--- src/include/user_io_consts.svh ---
`ifndef USER_IO_CONSTS_SVH
`define USER_IO_CONSTS_SVH

// first byte of every user-io answer, 8 bit core
`define UIO_CORE_TYPE 8'ha4

// ps2 queue address width, 8 entries
`define UIO_PS2_FIFO_BITS 3

// pin synchronizer depth
`define UIO_SYNC_STAGES 2

// download start addresses by file index
// boot rom, index 0x00
`define UIO_DL_BASE_BOOT 25'h0080000
// rom or com file, index 0x01 and 0x41
`define UIO_DL_BASE_ROM 25'h0000100
// c00 file, index 0x81
`define UIO_DL_BASE_C00 25'h0000000
// edd file, index 0xc1
`define UIO_DL_BASE_EDD 25'h0010000
// fdd file, everything else
`define UIO_DL_BASE_FDD 25'h0100000

`endif

--- src/verilog/user_io_pkg.sv ---
`default_nettype none

package user_io_pkg;

	// user-io opcodes, byte 0 of a frame
	typedef enum logic [7:0] {
		BUT_SW       = 8'h01,
		JOY0         = 8'h02,
		JOY1         = 8'h03,
		PS2_MOUSE    = 8'h04,
		PS2_KBD      = 8'h05,
		GET_CONF_STR = 8'h14,
		STATUS8      = 8'h15,
		GET_SD_STAT  = 8'h16,
		JOY_ANALOG   = 8'h1a,
		IMG_MOUNTED  = 8'h1c,
		IMG_SIZE     = 8'h1d,
		STATUS32     = 8'h1e
	} uio_cmd_e;

	// download channel opcodes
	typedef enum logic [7:0] {
		FILE_TX     = 8'h53,
		FILE_TX_DAT = 8'h54,
		FILE_INDEX  = 8'h55
	} dl_cmd_e;

	// ps2 serializer, state names what is on the data line
	typedef enum logic [3:0] {
		IDLE,
		START,
		DATA,
		PARITY,
		STOP
	} ps2_state_e;

	// one spi byte, index saturates at 255
	typedef struct packed {
		logic [7:0] data;
		logic [7:0] index;
	} spi_byte_t;

	typedef struct packed {
		logic [24:0] addr;
		logic [7:0]  data;
	} ioctl_wr_t;

	// x in the upper byte
	typedef struct packed {
		logic [7:0] x;
		logic [7:0] y;
	} joy_analog_t;

endpackage

`default_nettype wire

--- src/verilog/ioctl_download.sv ---
`timescale 1ns/1ps
`default_nettype none
`include "user_io_consts.svh"

module ioctl_download (
	input  logic                   clk_sys,
	input  logic                   CONF_DATA0,
	input  user_io_pkg::spi_byte_t rx,
	input  logic                   rx_valid,
	output user_io_pkg::ioctl_wr_t ioctl,
	output logic                   ioctl_wr,
	output logic                   ioctl_download,
	output logic [7:0]             ioctl_index
);

	import user_io_pkg::*;

	dl_cmd_e     cmd;
	logic [24:0] addr;
	logic        arg_byte;

	// start address per menu index
	function automatic logic [24:0] dl_base(input logic [7:0] index);
		case (index)
			8'h00: dl_base = `UIO_DL_BASE_BOOT;
			8'h01, 8'h41: dl_base = `UIO_DL_BASE_ROM;
			8'h81: dl_base = `UIO_DL_BASE_C00;
			8'hc1: dl_base = `UIO_DL_BASE_EDD;
			default: dl_base = `UIO_DL_BASE_FDD;
		endcase
	endfunction

	assign arg_byte = rx_valid && (rx.index != 8'd0);

	always_ff @(posedge clk_sys or posedge CONF_DATA0) begin
		if (CONF_DATA0) begin
			cmd <= dl_cmd_e'(8'h00);
			ioctl_wr <= 1'b0;
			ioctl_download <= 1'b0;
			ioctl_index <= '0;
		end else begin
			ioctl_wr <= 1'b0;
			if (rx_valid && (rx.index == 8'd0)) begin
				cmd <= dl_cmd_e'(rx.data);
			end
			if (arg_byte) begin
				case (cmd)
					// bit 0 opens or closes the download
					FILE_TX: ioctl_download <= rx.data[0];
					// writes outside a download are ignored
					FILE_TX_DAT: ioctl_wr <= ioctl_download;
					FILE_INDEX: ioctl_index <= rx.data;
					default: ;
				endcase
			end
		end
	end

	// write address and data
	always_ff @(posedge clk_sys) begin
		if (arg_byte) begin
			if ((cmd == FILE_TX) && rx.data[0]) begin
				addr <= dl_base(ioctl_index);
			end else if ((cmd == FILE_TX_DAT) && ioctl_download) begin
				ioctl.addr <= addr;
				ioctl.data <= rx.data;
				addr <= addr + 25'd1;
			end
		end
	end

endmodule

`default_nettype wire

--- src/verilog/ps2_tx_channel.sv ---
`timescale 1ns/1ps
`default_nettype none
`include "user_io_consts.svh"

module ps2_tx_channel (
	input  logic       clk_sys,
	input  logic       CONF_DATA0,
	input  logic [7:0] push_data,
	input  logic       push_valid,
	input  logic       ps2_tick,
	input  logic       ps2_clk_level,
	output logic       push_ready,
	output logic       ps2_clk,
	output logic       ps2_data
);

	import user_io_pkg::*;

	localparam int DEPTH = 1 << `UIO_PS2_FIFO_BITS;

	logic [7:0]                    fifo [DEPTH];
	// one extra pointer bit tells full from empty
	logic [`UIO_PS2_FIFO_BITS:0]   wptr;
	logic [`UIO_PS2_FIFO_BITS:0]   rptr;
	logic [`UIO_PS2_FIFO_BITS:0]   fill;
	logic [`UIO_PS2_FIFO_BITS-1:0] rd_addr;
	logic                          fifo_empty;
	logic                          push;
	ps2_state_e                    state;
	logic [7:0]                    tx_sr;
	logic [2:0]                    bit_cnt;
	logic                          parity;

	assign fill = wptr - rptr;
	assign rd_addr = rptr[`UIO_PS2_FIFO_BITS-1:0];
	assign fifo_empty = (wptr == rptr);
	// full when fill reaches DEPTH
	assign push_ready = ~fill[`UIO_PS2_FIFO_BITS];
	assign push = push_valid & push_ready;
	// clock only runs during a frame
	assign ps2_clk = (state == IDLE) ? 1'b1 : ps2_clk_level;

	always_ff @(posedge clk_sys) begin
		if (push) begin
			fifo[wptr[`UIO_PS2_FIFO_BITS-1:0]] <= push_data;
		end
		if (ps2_tick) begin
			if (state == IDLE) begin
				tx_sr <= fifo[rd_addr];
				// odd parity over the 8 data bits
				parity <= ~^fifo[rd_addr];
			end else if ((state == START) || (state == DATA)) begin
				tx_sr <= {1'b0, tx_sr[7:1]};
			end
		end
	end

	always_ff @(posedge clk_sys or posedge CONF_DATA0) begin
		if (CONF_DATA0) begin
			wptr <= '0;
			rptr <= '0;
			state <= IDLE;
			bit_cnt <= '0;
			ps2_data <= 1'b1;
		end else begin
			if (push) begin
				wptr <= wptr + 1'b1;
			end
			// every bit changes on a tick
			if (ps2_tick) begin
				case (state)
					IDLE: begin
						if (!fifo_empty) begin
							ps2_data <= 1'b0;
							rptr <= rptr + 1'b1;
							state <= START;
						end
					end
					START: begin
						// bit 0 first
						ps2_data <= tx_sr[0];
						bit_cnt <= '0;
						state <= DATA;
					end
					DATA: begin
						if (bit_cnt == 3'd7) begin
							ps2_data <= parity;
							state <= PARITY;
						end else begin
							ps2_data <= tx_sr[0];
							bit_cnt <= bit_cnt + 3'd1;
						end
					end
					PARITY: begin
						// stop bit, line stays high after
						ps2_data <= 1'b1;
						state <= STOP;
					end
					default: state <= IDLE;
				endcase
			end
		end
	end

endmodule

`default_nettype wire

--- src/verilog/spi_byte_link.sv ---
`timescale 1ns/1ps
`default_nettype none
`include "user_io_consts.svh"

module spi_byte_link (
	input  logic                   clk_sys,
	input  logic                   CONF_DATA0,
	input  logic                   spi_sck,
	input  logic                   spi_ss,
	input  logic                   spi_di,
	input  logic [7:0]             tx_byte,
	output logic                   spi_do,
	output user_io_pkg::spi_byte_t rx,
	output logic                   rx_valid
);

	logic [`UIO_SYNC_STAGES-1:0] sck_sync;
	logic [`UIO_SYNC_STAGES-1:0] ss_sync;
	logic [`UIO_SYNC_STAGES-1:0] di_sync;
	logic                        sck_d;
	logic                        ss_d;
	logic                        sck_s;
	logic                        ss_s;
	logic                        di_s;
	logic                        sck_rise;
	logic                        sck_fall;
	logic                        ss_fall;
	logic                        tx_load;
	logic [2:0]                  bit_cnt;
	logic [7:0]                  byte_cnt;
	logic [6:0]                  rx_sr;
	logic [6:0]                  tx_sr;

	assign sck_s = sck_sync[`UIO_SYNC_STAGES-1];
	assign ss_s = ss_sync[`UIO_SYNC_STAGES-1];
	assign di_s = di_sync[`UIO_SYNC_STAGES-1];
	// edges seen two cycles late, acted on in the third
	assign sck_rise = sck_s & ~sck_d;
	assign sck_fall = ~sck_s & sck_d;
	assign ss_fall = ~ss_s & ss_d;
	// next byte goes out at frame start or after the 8th bit
	assign tx_load = ss_fall | (sck_fall & (bit_cnt == 3'd0));

	always_ff @(posedge clk_sys or posedge CONF_DATA0) begin
		if (CONF_DATA0) begin
			sck_sync <= '0;
			ss_sync <= '1;
			di_sync <= '0;
			sck_d <= 1'b0;
			ss_d <= 1'b1;
		end else begin
			sck_sync <= {sck_sync[`UIO_SYNC_STAGES-2:0], spi_sck};
			ss_sync <= {ss_sync[`UIO_SYNC_STAGES-2:0], spi_ss};
			di_sync <= {di_sync[`UIO_SYNC_STAGES-2:0], spi_di};
			sck_d <= sck_s;
			ss_d <= ss_s;
		end
	end

	always_ff @(posedge clk_sys or posedge CONF_DATA0) begin
		if (CONF_DATA0) begin
			bit_cnt <= '0;
			byte_cnt <= '0;
			rx_valid <= 1'b0;
			rx <= '{data: 8'h00, index: 8'hff};
			spi_do <= 1'b0;
		end else begin
			rx_valid <= 1'b0;
			if (ss_s) begin
				// between frames, index ff so the next one reads as 0
				bit_cnt <= '0;
				byte_cnt <= '0;
				rx.index <= 8'hff;
				spi_do <= 1'b0;
			end else begin
				if (sck_rise) begin
					bit_cnt <= bit_cnt + 3'd1;
					if (bit_cnt == 3'd7) begin
						rx.data <= {rx_sr, di_s};
						rx.index <= byte_cnt;
						rx_valid <= 1'b1;
						if (byte_cnt != 8'hff) begin
							byte_cnt <= byte_cnt + 8'd1;
						end
					end
				end
				// msb first on falling edges
				if (tx_load) begin
					spi_do <= tx_byte[7];
				end else if (sck_fall) begin
					spi_do <= tx_sr[6];
				end
			end
		end
	end

	// shift registers
	always_ff @(posedge clk_sys) begin
		if (sck_rise) begin
			rx_sr <= {rx_sr[5:0], di_s};
		end
		if (tx_load) begin
			tx_sr <= tx_byte[6:0];
		end else if (sck_fall) begin
			tx_sr <= {tx_sr[5:0], 1'b0};
		end
	end

endmodule

`default_nettype wire

--- src/verilog/uio_cmd_decoder.sv ---
`timescale 1ns/1ps
`default_nettype none
`include "user_io_consts.svh"

module uio_cmd_decoder #(
	parameter int STRLEN = 1
) (
	input  logic                     clk_sys,
	input  logic                     CONF_DATA0,
	input  user_io_pkg::spi_byte_t   rx,
	input  logic                     rx_valid,
	input  logic [8*STRLEN-1:0]      conf_str,
	input  logic                     sd_conf,
	input  logic                     sd_sdhc,
	input  logic                     sd_rd,
	input  logic                     sd_wr,
	input  logic [31:0]              sd_lba,
	output logic [7:0]               tx_byte,
	output logic [7:0]               joystick_0,
	output logic [7:0]               joystick_1,
	output user_io_pkg::joy_analog_t joystick_analog_0,
	output user_io_pkg::joy_analog_t joystick_analog_1,
	output logic [1:0]               buttons,
	output logic [1:0]               switches,
	output logic                     scandoubler_disable,
	output logic                     ypbpr,
	output logic [31:0]              status,
	output logic [31:0]              img_size,
	output logic                     img_mounted,
	output logic [7:0]               kbd_push_data,
	output logic [7:0]               mouse_push_data,
	output logic                     kbd_push_valid,
	output logic                     mouse_push_valid,
	input  logic                     kbd_push_ready,
	input  logic                     mouse_push_ready
);

	import user_io_pkg::*;

	uio_cmd_e   cmd;
	logic [5:0] but_sw;
	logic [2:0] stick_idx;
	logic       arg_byte;
	logic [1:0] byte_sel;
	logic [7:0] next_idx;
	logic [7:0] sd_stat;

	// any byte after the opcode
	assign arg_byte = rx_valid && (rx.index != 8'd0);
	// little endian lane for bytes 1 to 4
	assign byte_sel = rx.index[1:0] - 2'd1;
	// wraps ff to 0 at frame start
	assign next_idx = rx.index + 8'd1;
	assign sd_stat = {4'h5, sd_conf, sd_sdhc, sd_wr, sd_rd};

	assign buttons = but_sw[1:0];
	assign switches = but_sw[3:2];
	assign scandoubler_disable = but_sw[4];
	assign ypbpr = but_sw[5];

	always_ff @(posedge clk_sys or posedge CONF_DATA0) begin
		if (CONF_DATA0) begin
			cmd <= uio_cmd_e'(8'h00);
			but_sw <= '0;
			stick_idx <= '0;
			joystick_0 <= '0;
			joystick_1 <= '0;
			joystick_analog_0 <= '0;
			joystick_analog_1 <= '0;
			status <= '0;
			img_size <= '0;
			img_mounted <= 1'b0;
			kbd_push_valid <= 1'b0;
			mouse_push_valid <= 1'b0;
		end else begin
			img_mounted <= 1'b0;
			// pending byte held until the queue takes it
			kbd_push_valid <= kbd_push_valid & ~kbd_push_ready;
			mouse_push_valid <= mouse_push_valid & ~mouse_push_ready;
			if (rx_valid && (rx.index == 8'd0)) begin
				cmd <= uio_cmd_e'(rx.data);
			end
			if (arg_byte) begin
				case (cmd)
					BUT_SW: but_sw <= rx.data[5:0];
					JOY0: joystick_0 <= rx.data;
					JOY1: joystick_1 <= rx.data;
					PS2_MOUSE: mouse_push_valid <= 1'b1;
					PS2_KBD: kbd_push_valid <= 1'b1;
					STATUS8: status[7:0] <= rx.data;
					IMG_MOUNTED: img_mounted <= 1'b1;
					JOY_ANALOG: begin
						// stick, then x, then y
						if (rx.index == 8'd1) begin
							stick_idx <= rx.data[2:0];
						end else if (rx.index == 8'd2) begin
							if (stick_idx == 3'd0) begin
								joystick_analog_0.x <= rx.data;
							end else if (stick_idx == 3'd1) begin
								joystick_analog_1.x <= rx.data;
							end
						end else if (rx.index == 8'd3) begin
							if (stick_idx == 3'd0) begin
								joystick_analog_0.y <= rx.data;
							end else if (stick_idx == 3'd1) begin
								joystick_analog_1.y <= rx.data;
							end
						end
					end
					IMG_SIZE: begin
						if (rx.index < 8'd5) begin
							img_size[{byte_sel, 3'b000} +: 8] <= rx.data;
						end
					end
					STATUS32: begin
						if (rx.index < 8'd5) begin
							status[{byte_sel, 3'b000} +: 8] <= rx.data;
						end
					end
					default: ;
				endcase
			end
		end
	end

	// a new byte replaces one still pending, the old one is lost
	always_ff @(posedge clk_sys) begin
		if (arg_byte && (cmd == PS2_KBD)) begin
			kbd_push_data <= rx.data;
		end
		if (arg_byte && (cmd == PS2_MOUSE)) begin
			mouse_push_data <= rx.data;
		end
	end

	// answer byte for the next slot of the frame
	always_comb begin
		tx_byte = 8'h00;
		if (next_idx == 8'd0) begin
			tx_byte = `UIO_CORE_TYPE;
		end else if (cmd == GET_CONF_STR) begin
			// string bytes from the top of conf_str down
			if (int'(next_idx) <= STRLEN) begin
				tx_byte = conf_str[8*(STRLEN - int'(next_idx)) +: 8];
			end
		end else if (cmd == GET_SD_STAT) begin
			if (next_idx == 8'd1) begin
				tx_byte = sd_stat;
			end else if (next_idx <= 8'd5) begin
				tx_byte = sd_lba[8*(5 - int'(next_idx)) +: 8];
			end
		end
	end

endmodule

`default_nettype wire

--- src/verilog/user_io_top.sv ---
`timescale 1ns/1ps
`default_nettype none

module user_io_top #(
	parameter int STRLEN = 1,
	parameter int PS2DIV = 100
) (
	input  logic                     clk_sys,
	input  logic                     CONF_DATA0,
	input  logic                     spi_sck,
	input  logic                     spi_ss_io,
	input  logic                     spi_ss_dl,
	input  logic                     spi_di,
	output logic                     spi_do,
	input  logic [8*STRLEN-1:0]      conf_str,
	input  logic                     sd_conf,
	input  logic                     sd_sdhc,
	input  logic                     sd_rd,
	input  logic                     sd_wr,
	input  logic [31:0]              sd_lba,
	output logic [7:0]               joystick_0,
	output logic [7:0]               joystick_1,
	output user_io_pkg::joy_analog_t joystick_analog_0,
	output user_io_pkg::joy_analog_t joystick_analog_1,
	output logic [1:0]               buttons,
	output logic [1:0]               switches,
	output logic                     scandoubler_disable,
	output logic                     ypbpr,
	output logic [31:0]              status,
	output logic [31:0]              img_size,
	output logic                     img_mounted,
	output logic                     ps2_kbd_clk,
	output logic                     ps2_kbd_data,
	output logic                     ps2_mouse_clk,
	output logic                     ps2_mouse_data,
	output user_io_pkg::ioctl_wr_t   ioctl,
	output logic                     ioctl_wr,
	output logic                     ioctl_download,
	output logic [7:0]               ioctl_index
);

	import user_io_pkg::*;

	localparam int DIV_W = $clog2(PS2DIV + 1);

	spi_byte_t        io_rx;
	spi_byte_t        dl_rx;
	logic             io_rx_valid;
	logic             dl_rx_valid;
	logic [7:0]       io_tx_byte;
	logic [7:0]       kbd_push_data;
	logic [7:0]       mouse_push_data;
	logic             kbd_push_valid;
	logic             mouse_push_valid;
	logic             kbd_push_ready;
	logic             mouse_push_ready;
	logic [DIV_W-1:0] div_cnt;
	logic             ps2_tick;
	logic             ps2_clk_level;

	// ps2 clock is clk_sys / (2*PS2DIV)
	// tick marks each rising edge of the divided clock
	always_ff @(posedge clk_sys or posedge CONF_DATA0) begin
		if (CONF_DATA0) begin
			div_cnt <= '0;
			ps2_tick <= 1'b0;
			ps2_clk_level <= 1'b0;
		end else begin
			ps2_tick <= 1'b0;
			if (div_cnt == DIV_W'(PS2DIV - 1)) begin
				div_cnt <= '0;
				ps2_clk_level <= ~ps2_clk_level;
				ps2_tick <= ~ps2_clk_level;
			end else begin
				div_cnt <= div_cnt + 1'b1;
			end
		end
	end

	spi_byte_link i_io_link (
		.clk_sys    (clk_sys),
		.CONF_DATA0 (CONF_DATA0),
		.spi_sck    (spi_sck),
		.spi_ss     (spi_ss_io),
		.spi_di     (spi_di),
		.tx_byte    (io_tx_byte),
		.spi_do     (spi_do),
		.rx         (io_rx),
		.rx_valid   (io_rx_valid)
	);

	// download channel only listens
	spi_byte_link i_dl_link (
		.clk_sys    (clk_sys),
		.CONF_DATA0 (CONF_DATA0),
		.spi_sck    (spi_sck),
		.spi_ss     (spi_ss_dl),
		.spi_di     (spi_di),
		.tx_byte    (8'h00),
		.spi_do     (),
		.rx         (dl_rx),
		.rx_valid   (dl_rx_valid)
	);

	uio_cmd_decoder #(
		.STRLEN (STRLEN)
	) i_decoder (
		.clk_sys             (clk_sys),
		.CONF_DATA0          (CONF_DATA0),
		.rx                  (io_rx),
		.rx_valid            (io_rx_valid),
		.conf_str            (conf_str),
		.sd_conf             (sd_conf),
		.sd_sdhc             (sd_sdhc),
		.sd_rd               (sd_rd),
		.sd_wr               (sd_wr),
		.sd_lba              (sd_lba),
		.tx_byte             (io_tx_byte),
		.joystick_0          (joystick_0),
		.joystick_1          (joystick_1),
		.joystick_analog_0   (joystick_analog_0),
		.joystick_analog_1   (joystick_analog_1),
		.buttons             (buttons),
		.switches            (switches),
		.scandoubler_disable (scandoubler_disable),
		.ypbpr               (ypbpr),
		.status              (status),
		.img_size            (img_size),
		.img_mounted         (img_mounted),
		.kbd_push_data       (kbd_push_data),
		.mouse_push_data     (mouse_push_data),
		.kbd_push_valid      (kbd_push_valid),
		.mouse_push_valid    (mouse_push_valid),
		.kbd_push_ready      (kbd_push_ready),
		.mouse_push_ready    (mouse_push_ready)
	);

	ps2_tx_channel i_ps2_kbd (
		.clk_sys       (clk_sys),
		.CONF_DATA0    (CONF_DATA0),
		.push_data     (kbd_push_data),
		.push_valid    (kbd_push_valid),
		.ps2_tick      (ps2_tick),
		.ps2_clk_level (ps2_clk_level),
		.push_ready    (kbd_push_ready),
		.ps2_clk       (ps2_kbd_clk),
		.ps2_data      (ps2_kbd_data)
	);

	ps2_tx_channel i_ps2_mouse (
		.clk_sys       (clk_sys),
		.CONF_DATA0    (CONF_DATA0),
		.push_data     (mouse_push_data),
		.push_valid    (mouse_push_valid),
		.ps2_tick      (ps2_tick),
		.ps2_clk_level (ps2_clk_level),
		.push_ready    (mouse_push_ready),
		.ps2_clk       (ps2_mouse_clk),
		.ps2_data      (ps2_mouse_data)
	);

	ioctl_download i_download (
		.clk_sys        (clk_sys),
		.CONF_DATA0     (CONF_DATA0),
		.rx             (dl_rx),
		.rx_valid       (dl_rx_valid),
		.ioctl          (ioctl),
		.ioctl_wr       (ioctl_wr),
		.ioctl_download (ioctl_download),
		.ioctl_index    (ioctl_index)
	);

endmodule

`default_nettype wire
--- config.mk ---
export PLATFORM = sky130hd
export DESIGN_NAME = user_io_top
export DESIGN_NICKNAME = d
export VERILOG_FILES = /design/src/verilog/user_io_pkg.sv /design/src/verilog/ioctl_download.sv /design/src/verilog/ps2_tx_channel.sv /design/src/verilog/spi_byte_link.sv /design/src/verilog/uio_cmd_decoder.sv /design/src/verilog/user_io_top.sv
export VERILOG_INCLUDE_DIRS = /design/src /design/src/include
export SDC_FILE = /design/constraint.sdc
export NUM_CORES = 1
export LEC_CHECK = 0
export ABC_AREA = 1
export BUFFER_PORTS_ARGS = -buffer_cell sky130_fd_sc_hd__buf_4
export CORE_ASPECT_RATIO = 0.5
export CORE_MARGIN = 2
export CORE_UTILIZATION = 34
export DETAILED_ROUTE_END_ITERATION = 16
export SYNTH_ARGS = -nofsm -noshare
export SYNTH_HDL_FRONTEND = slang
export SYNTH_SLANG_ARGS = --single-unit
--- constraint.sdc ---
create_clock -name clk_sys -period 9 [get_ports clk_sys]
set_input_delay 0.45 -clock clk_sys [delete_from_list [all_inputs] [get_ports clk_sys]]
set_output_delay 0.45 -clock clk_sys [all_outputs]
set_load 0.1 [all_outputs]
# Yosys cells after proc, flatten, opt, wreduce, memory -nomap -nowiden
# Memory sizes are Yosys's and may differ from the RTL's.
# Cells that the tools add are included.
[op_classes]
addsub = 19
magnitude_cmp = 3
n_eq_ne = 46
shifts = 4
n_mux = 78
bitwise = 24
n_reduce_logical = 72
[op_table]
columns = ["cell", "count"]
rows = [
  ["$mux W8", 25],
  ["$pmux W21 S4", 1],
  ["$bwmux W32", 2],
  ["$eq A8 B5 Y1 const B", 7],
  ["$reduce_and A3 Y1", 17],
  ["$mux W25", 2],
  ["$eq A8 B1 Y1 const B", 4],
  ["$eq A8 B2 Y1 const B", 4],
  ["$eq A8 B7 Y1 const B", 4],
  ["$logic_not A8 Y1", 4],
  ["$pmux W4 S4", 2],
  ["$shift A8 B7 Y32 const A", 1],
  ["$shiftx A32 B32 Y8", 1],
  ["$shiftx A8 B32 Y8", 1],
  ["$shiftx A8 B7 Y32", 1],
  ["$mux W1", 28],
  ["$reduce_bool A2 Y1", 13],
  ["$add A25 B1 Y25 const B", 1],
  ["$add A8 B1 Y8 const B", 3],
  ["$reduce_and A2 Y1", 12],
  ["$mux W7", 3],
  ["$mux W3", 6],
  ["$add A4 B1 Y4 const B", 4],
  ["$eq A4 B2 Y1 const B", 4],
  ["other kinds (39)", 96],
]
[totals]
reg_bits = 376
ram_bits = 128
inputBits = 50
output_inout_bits = 167
elab_cells = 312
mem_count = 2
[memory_table]
columns = ["name", "depth", "width", "read_ports", "rd_clocked_by_memory_dff", "write_ports", "line_no", "source"]
rows = [
  ["i_ps2_kbd.fifo", 8, 8, 1, 0, 1, "ps2_tx_channel.sv:21", "logic [7:0] fifo [DEPTH];"],
  ["i_ps2_mouse.fifo", 8, 8, 1, 0, 1, "ps2_tx_channel.sv:21", ""],
]

# Depth between registers and ports, before layout
[logic_depth]
depth_word = 10
mapped_depth = 18
mapped_depth_nobuf = 15

# Hierarchy
# A second synthesis with hierarchy kept.
[unflattened]
cells_unflattened = 2564
hier_area_um2 = 23978.0
[by_module_without_submodules]
columns = ["mod", "n_inst", "cells_per_inst", "area_each_um2", "seq_area_each_um2"]
rows = [
  ["uio_cmd_decoder", 1, 809, 7010.5, 3783.6],
  ["ps2_tx_channel at i_ps2_kbd", 1, 471, 4365.4, 2568.7],
  ["spi_byte_link", 2, 216, 2143.3, 1360.1],
  ["ps2_tx_channel at i_ps2_mouse", 1, 462, 4276.6, 2568.7],
  ["ioctl_download", 1, 342, 3616.0, 2192.1],
  ["user_io_top", 1, 48, 422.9, 225.2],
]

# Worst setup path before layout
# OpenSTA, ideal clock, no wires.
[synth_timing]
path_kind = "flip-flop to flip-flop"
start = "register i_download.ioctl_download"
end = "register, netlist name i_download.ioctl[0]"
setup_ns = 0.423
arrival_time_ns = 2.625
required_time_ns = 8.577
slack_ns = 5.952
path_stages_with_launch = 3
n_path_buf = 0
period_less_slack_ns = 3.048
path_cell_list = "dfrtp_1 -> nand4_1 -> nor2_1"
[synth_between]
elab_chain_cells = 2
[synth_rtl]
columns = ["item", "line_no", "source"]
rows = [
  ["start: declaration", "ioctl_download.sv:12", "output logic ioctl_download,"],
  ["start signal: assignment", "ioctl_download.sv:49", "FILE_TX: ioctl_download <= rx.data[0];"],
  ["$logic_and A1 B1 Y1", "ioctl_download.sv:64", "end else if ((cmd == FILE_TX_DAT) && ioctl_download) begin"],
  ["$reduce_and A3 Y1 (no source line)", "--", ""],
]
# Every way passes these cells.
# A chain may end at the register's enable or synchronous reset.

# Worst setup path after layout
[layout_timing]
start = "register i_ps2_mouse.rptr[1]"
end = "memory i_ps2_mouse.fifo[7][2] (enable)"
[layout_between]
elab_chain_cells = 5
[layout_rtl]
columns = ["item", "line_no", "source"]
rows = [
  ["start: declaration", "ps2_tx_channel.sv:24", "logic [`UIO_PS2_FIFO_BITS:0] rptr;"],
  ["start signal: assignment", "ps2_tx_channel.sv:75", "rptr <= rptr + 1'b1;"],
  ["$sub A4 B4 Y4", "ps2_tx_channel.sv:34", "assign fill = wptr - rptr;"],
  ["$not A1 Y1", "ps2_tx_channel.sv:38", "assign push_ready = ~fill[`UIO_PS2_FIFO_BITS];"],
  ["$and A1 B1 Y1", "ps2_tx_channel.sv:39", "assign push = push_valid & push_ready;"],
  ["$mux W1", "ps2_tx_channel.sv:44", "if (push) begin"],
  ["$mux W1", "ps2_tx_channel.sv:45", "fifo[wptr[`UIO_PS2_FIFO_BITS-1:0]] <= push_data;"],
  ["end: declaration", "ps2_tx_channel.sv:21", ""],
]
# Every way passes these cells.

==> results by group <==
STA
  • Actual slew at the worst max-slew pin: a little over 1 ns
  • Fin. Hold Viols: 0
  • # setup viols final: 0
  • Total negative slack: 0 ns
  • FMAX: ~270 MHz
  • Fin crit period: about 3.7 ns
  • Fin crit share: 0.4097
  • Max-slew violations: 0
  • Max-slew headroom: 0.3187
  • Worst-case clock skew: 0.01656 ns
  • RSZ-0062 raised after global routing: no

Clocking
  • Clk root buf: clkbuf_16
  • TritonCTS sink count: 490
  • TritonCTS clock tree: yes
  • CTS Buf Count: 46
  • CTS H-tree lvls: 2
  • CTS clock-pin slew for the worst setup and hold paths: around 0.060 ns
  • Post-CTS Setup Bufs: 0
  • Longest Clk Path Bufs: 3
  • Worst-Skew Late Latency: 0.56 ns

Floorplanning
  • Full die area: 65210 sq um
  • # rows: 65
  • Die width: ~360 um
  • IO Pins: roughly 220
  • Die Y: around 180 um
  • Initial core utilization: 0.3420
  • Core box area: 62700 sq um

Layout
  • Nets@finish: 2508
  • Layout area overhead: 19.12%
  • Finished Core Util: 0.4073
  • Ant diodes: 0
  • Most common cell after layout, fill and taps aside: nand2_1
  • Layout cell share with drive strength beyond 1: 0.1450
  • Register area: around 13000 sq um
  • Fillers: between 6000 and 7000
  • Most frequent cells in the layout: 509 x nand2_1, 297 x nor2_1, 259 x o21ai_0
  • Multi-input gate area: a little under 7000 sq um

Synth
  • Mapped Nets: 2298
  • EDFF count, synth: 234
  • Avg Synthesized Cell Area: 9.680 sq um
  • Netlist cell types: 45
  • Dominant synthesized flop cell: edfxtp_1
  • Post-synthesis sequential area ratio: 0.6278
  • Cell Area, Synth: 21440 sq um
  • Register bit total from synthesis: between 400 and 500
  • Post-synth ARST share: 0.5224
  • Synth Instances: 2215
  • YS warnings: 0

Global route
  • Number of global-route vias before repair: between 15000 and 20000
  • First-pass GRT wire length: 81900 um
  • Pin count of the biggest net entering global routing: 121
  • Total grt overflow: 0
  • Initial antenna violation count: 0
  • Global-route usage over all layers: 0.1553

Detailed routing
  • WL per Instance: around 16 um
  • Via count: 15480
  • DRT Pass-1 Iters: 5
  • DRT iter0 DRCs: 1169
  • Vias per Instance: 4.691
  • # DRC: 0
  • Routed WL: 51220 um
  • Routed Antenna Nets: 0

Worst setup path
  • CP arrival: 3.86 ns
  • CP startpoint kind: flip-flop
  • CP Max Fanout: 19
  • Critical Path RT: 9.17 ns
  • Kind of end point of the critical path: flip-flop
  • WS Path Type: flip-flop to flip-flop

Status
  • Outcome: finished clean

Pwr
  • Power Density: 176.5 nW/um^2
  • Leakage: approximately 11 nW
  • Max IR drop VDD: 0.1199 mV

Min path
  • Hold Path Class: input pin to flip-flop

Place
  • Number of port buffers: 216
  • HPWL Detailed: 35840 um
  • GP Congestion: roughly 0.83

Flow run
  • Max-cap violations: 0
==> final cells by class <==
| cell class | instances | share of cell area |
|---|---|---|
| clock buffers | 63 | 0.05197 |
| clock inverters | 22 | 0.01161 |
| inverters | 227 | 0.03365 |
| multi-input cells | 1428 | 0.2662 |
| flip-flops and latches | 490 | 0.5270 |
| well taps | 837 | 0.04100 |
| repair buffers | 232 | 0.06848 |
==> layer usage <==
layer  track usage  vias to the layer above  share of wire
met5             0                        -              0
met3       0.02382                       90          0.034
met1        0.1900                     7390           0.43
met2        0.2830                      242           0.51
li1              -                     7753              -
met4       0.04658                        0          0.028
==> through the flow <==
stage | total power, mW | instances | hold slack (ns) | setup WS (ns) | instance area [sq um]
4_1_cts | 4.552 | 3299 | 0.0003925 | 5.260 | 25540
2_1_floorplan | 2.424 | 2215 | 0.3312 | 1.546 | 21440
5_1_grt | 4.648 | 3299 | 0.001132 | 5.027 | 25540
3_3_place_gp | 2.456 | 3211 | 0.3354 | 5.443 | 23890
3_5_place_dp | 2.457 | 3211 | 0.3410 | 5.281 | 23890
6_report | 4.508 | 3299 | 0.01840 | 5.312 | 25540
==> flip-flops by register name (all words and copies together) (netlist names), 16 cells and up <==
| name | flops |
|---|---|
| i_decoder.img_size | 32 |
| i_dl_link.rx | 16 |
| i_decoder.joystick_analog_0 | 16 |
| i_ps2_mouse.fifo | 64 |
| i_download.addr | 25 |
| i_download.ioctl | 33 |
| i_decoder.status | 32 |
| i_io_link.rx | 16 |
| i_ps2_kbd.fifo | 64 |
| i_decoder.joystick_analog_1 | 16 |
==> Yosys cell counts (5+ instances only) <==
master,number,area [sq um]
nand3b_1,5,37.54
buf_2,18,90.09
nand4_1,21,131.4
dfrtp_1,233,5831
inv_1,223,837.1
o21ai_0,259,1296
a22oi_1,15,112.6
buf_4,5,37.54
o22ai_1,8,50.05
dfstp_2,23,604.3
nor2_1,298,1119
nor4_1,5,31.28
a21oi_1,52,260.3
o21a_1,27,202.7
xor2_1,21,183.9
clkbuf_1,40,150.1
nand3_1,60,300.3
edfxtp_1,234,7027
ha_1,33,412.9
nand2_1,509,1911
or2_2,8,50.05
o21ai_1,25,125.1
nor3_1,47,235.2
nor2_4,5,56.30
==> cell families (layout without fill, tap and decap cells) <==
family                   Yosys count  count (layout)  share of synthesized area
XOR/XNOR                          23              23                   0.009395
flip-flops                       490             490                     0.6278
AO/OA/AOI/OAI                    397             397                    0.09978
AND/OR/NAND/NOR                  975             975                     0.1884
adder cells (fa/ha/maj)           33              33                    0.01926
buffers and inverters            297             544                    0.05532
==> worst max-delay path, stage by stage, from the launching register on <==
cell and delay (ns):
dfrtp_1 0.33, buf_4 0.23, clkinv_1 0.57, ha_1 0.57, nand2_1 0.05, o21ai_0 0.18
xor2_1 0.26, nand2_1 0.10, inv_1 0.13, nand2_1 0.11, nor2_1 0.76
==> what timing repair did <==
action,in CTS,in global routing
hold endpoints to repair,3,0
hold buffers,3,0
gates resized for setup,0,0
==> power by group <==
| group | internal, mW | switching (mW) |
|---|---|---|
| logic | 0.0219 | 0.0429 |
| registers | 2.34 | 0.00440 |
| clock network | 1.24 | 0.858 |
==> worst paths after layout <==
check,slack (ns),start,endpoint,cells after the start
worst max-delay path,5.31,i_ps2_mouse.rptr[1]$_DFFE_PP0P_,i_ps2_mouse.fifo[7][2]$_DFFE_PP_,10
worst min-delay path,0.02,spi_ss_dl,i_dl_link.ss_sync[0]$_DFF_PP1_,1
worst max register to register,5.31,i_ps2_mouse.rptr[1]$_DFFE_PP0P_,i_ps2_mouse.fifo[7][2]$_DFFE_PP_,10
worst min register to register,0.36,i_io_link.ss_sync[0]$_DFF_PP1_,i_io_link.ss_sync[1]$_DFF_PP1_,0
max in group asynchronous,7.46,CONF_DATA0,i_decoder.stick_idx[2]$_DFFE_PP0P_,3
min in group asynchronous,0.05,CONF_DATA0,i_decoder.img_size[18]$_DFFE_PP0P_,2
(Power assumes the default switching activity.)
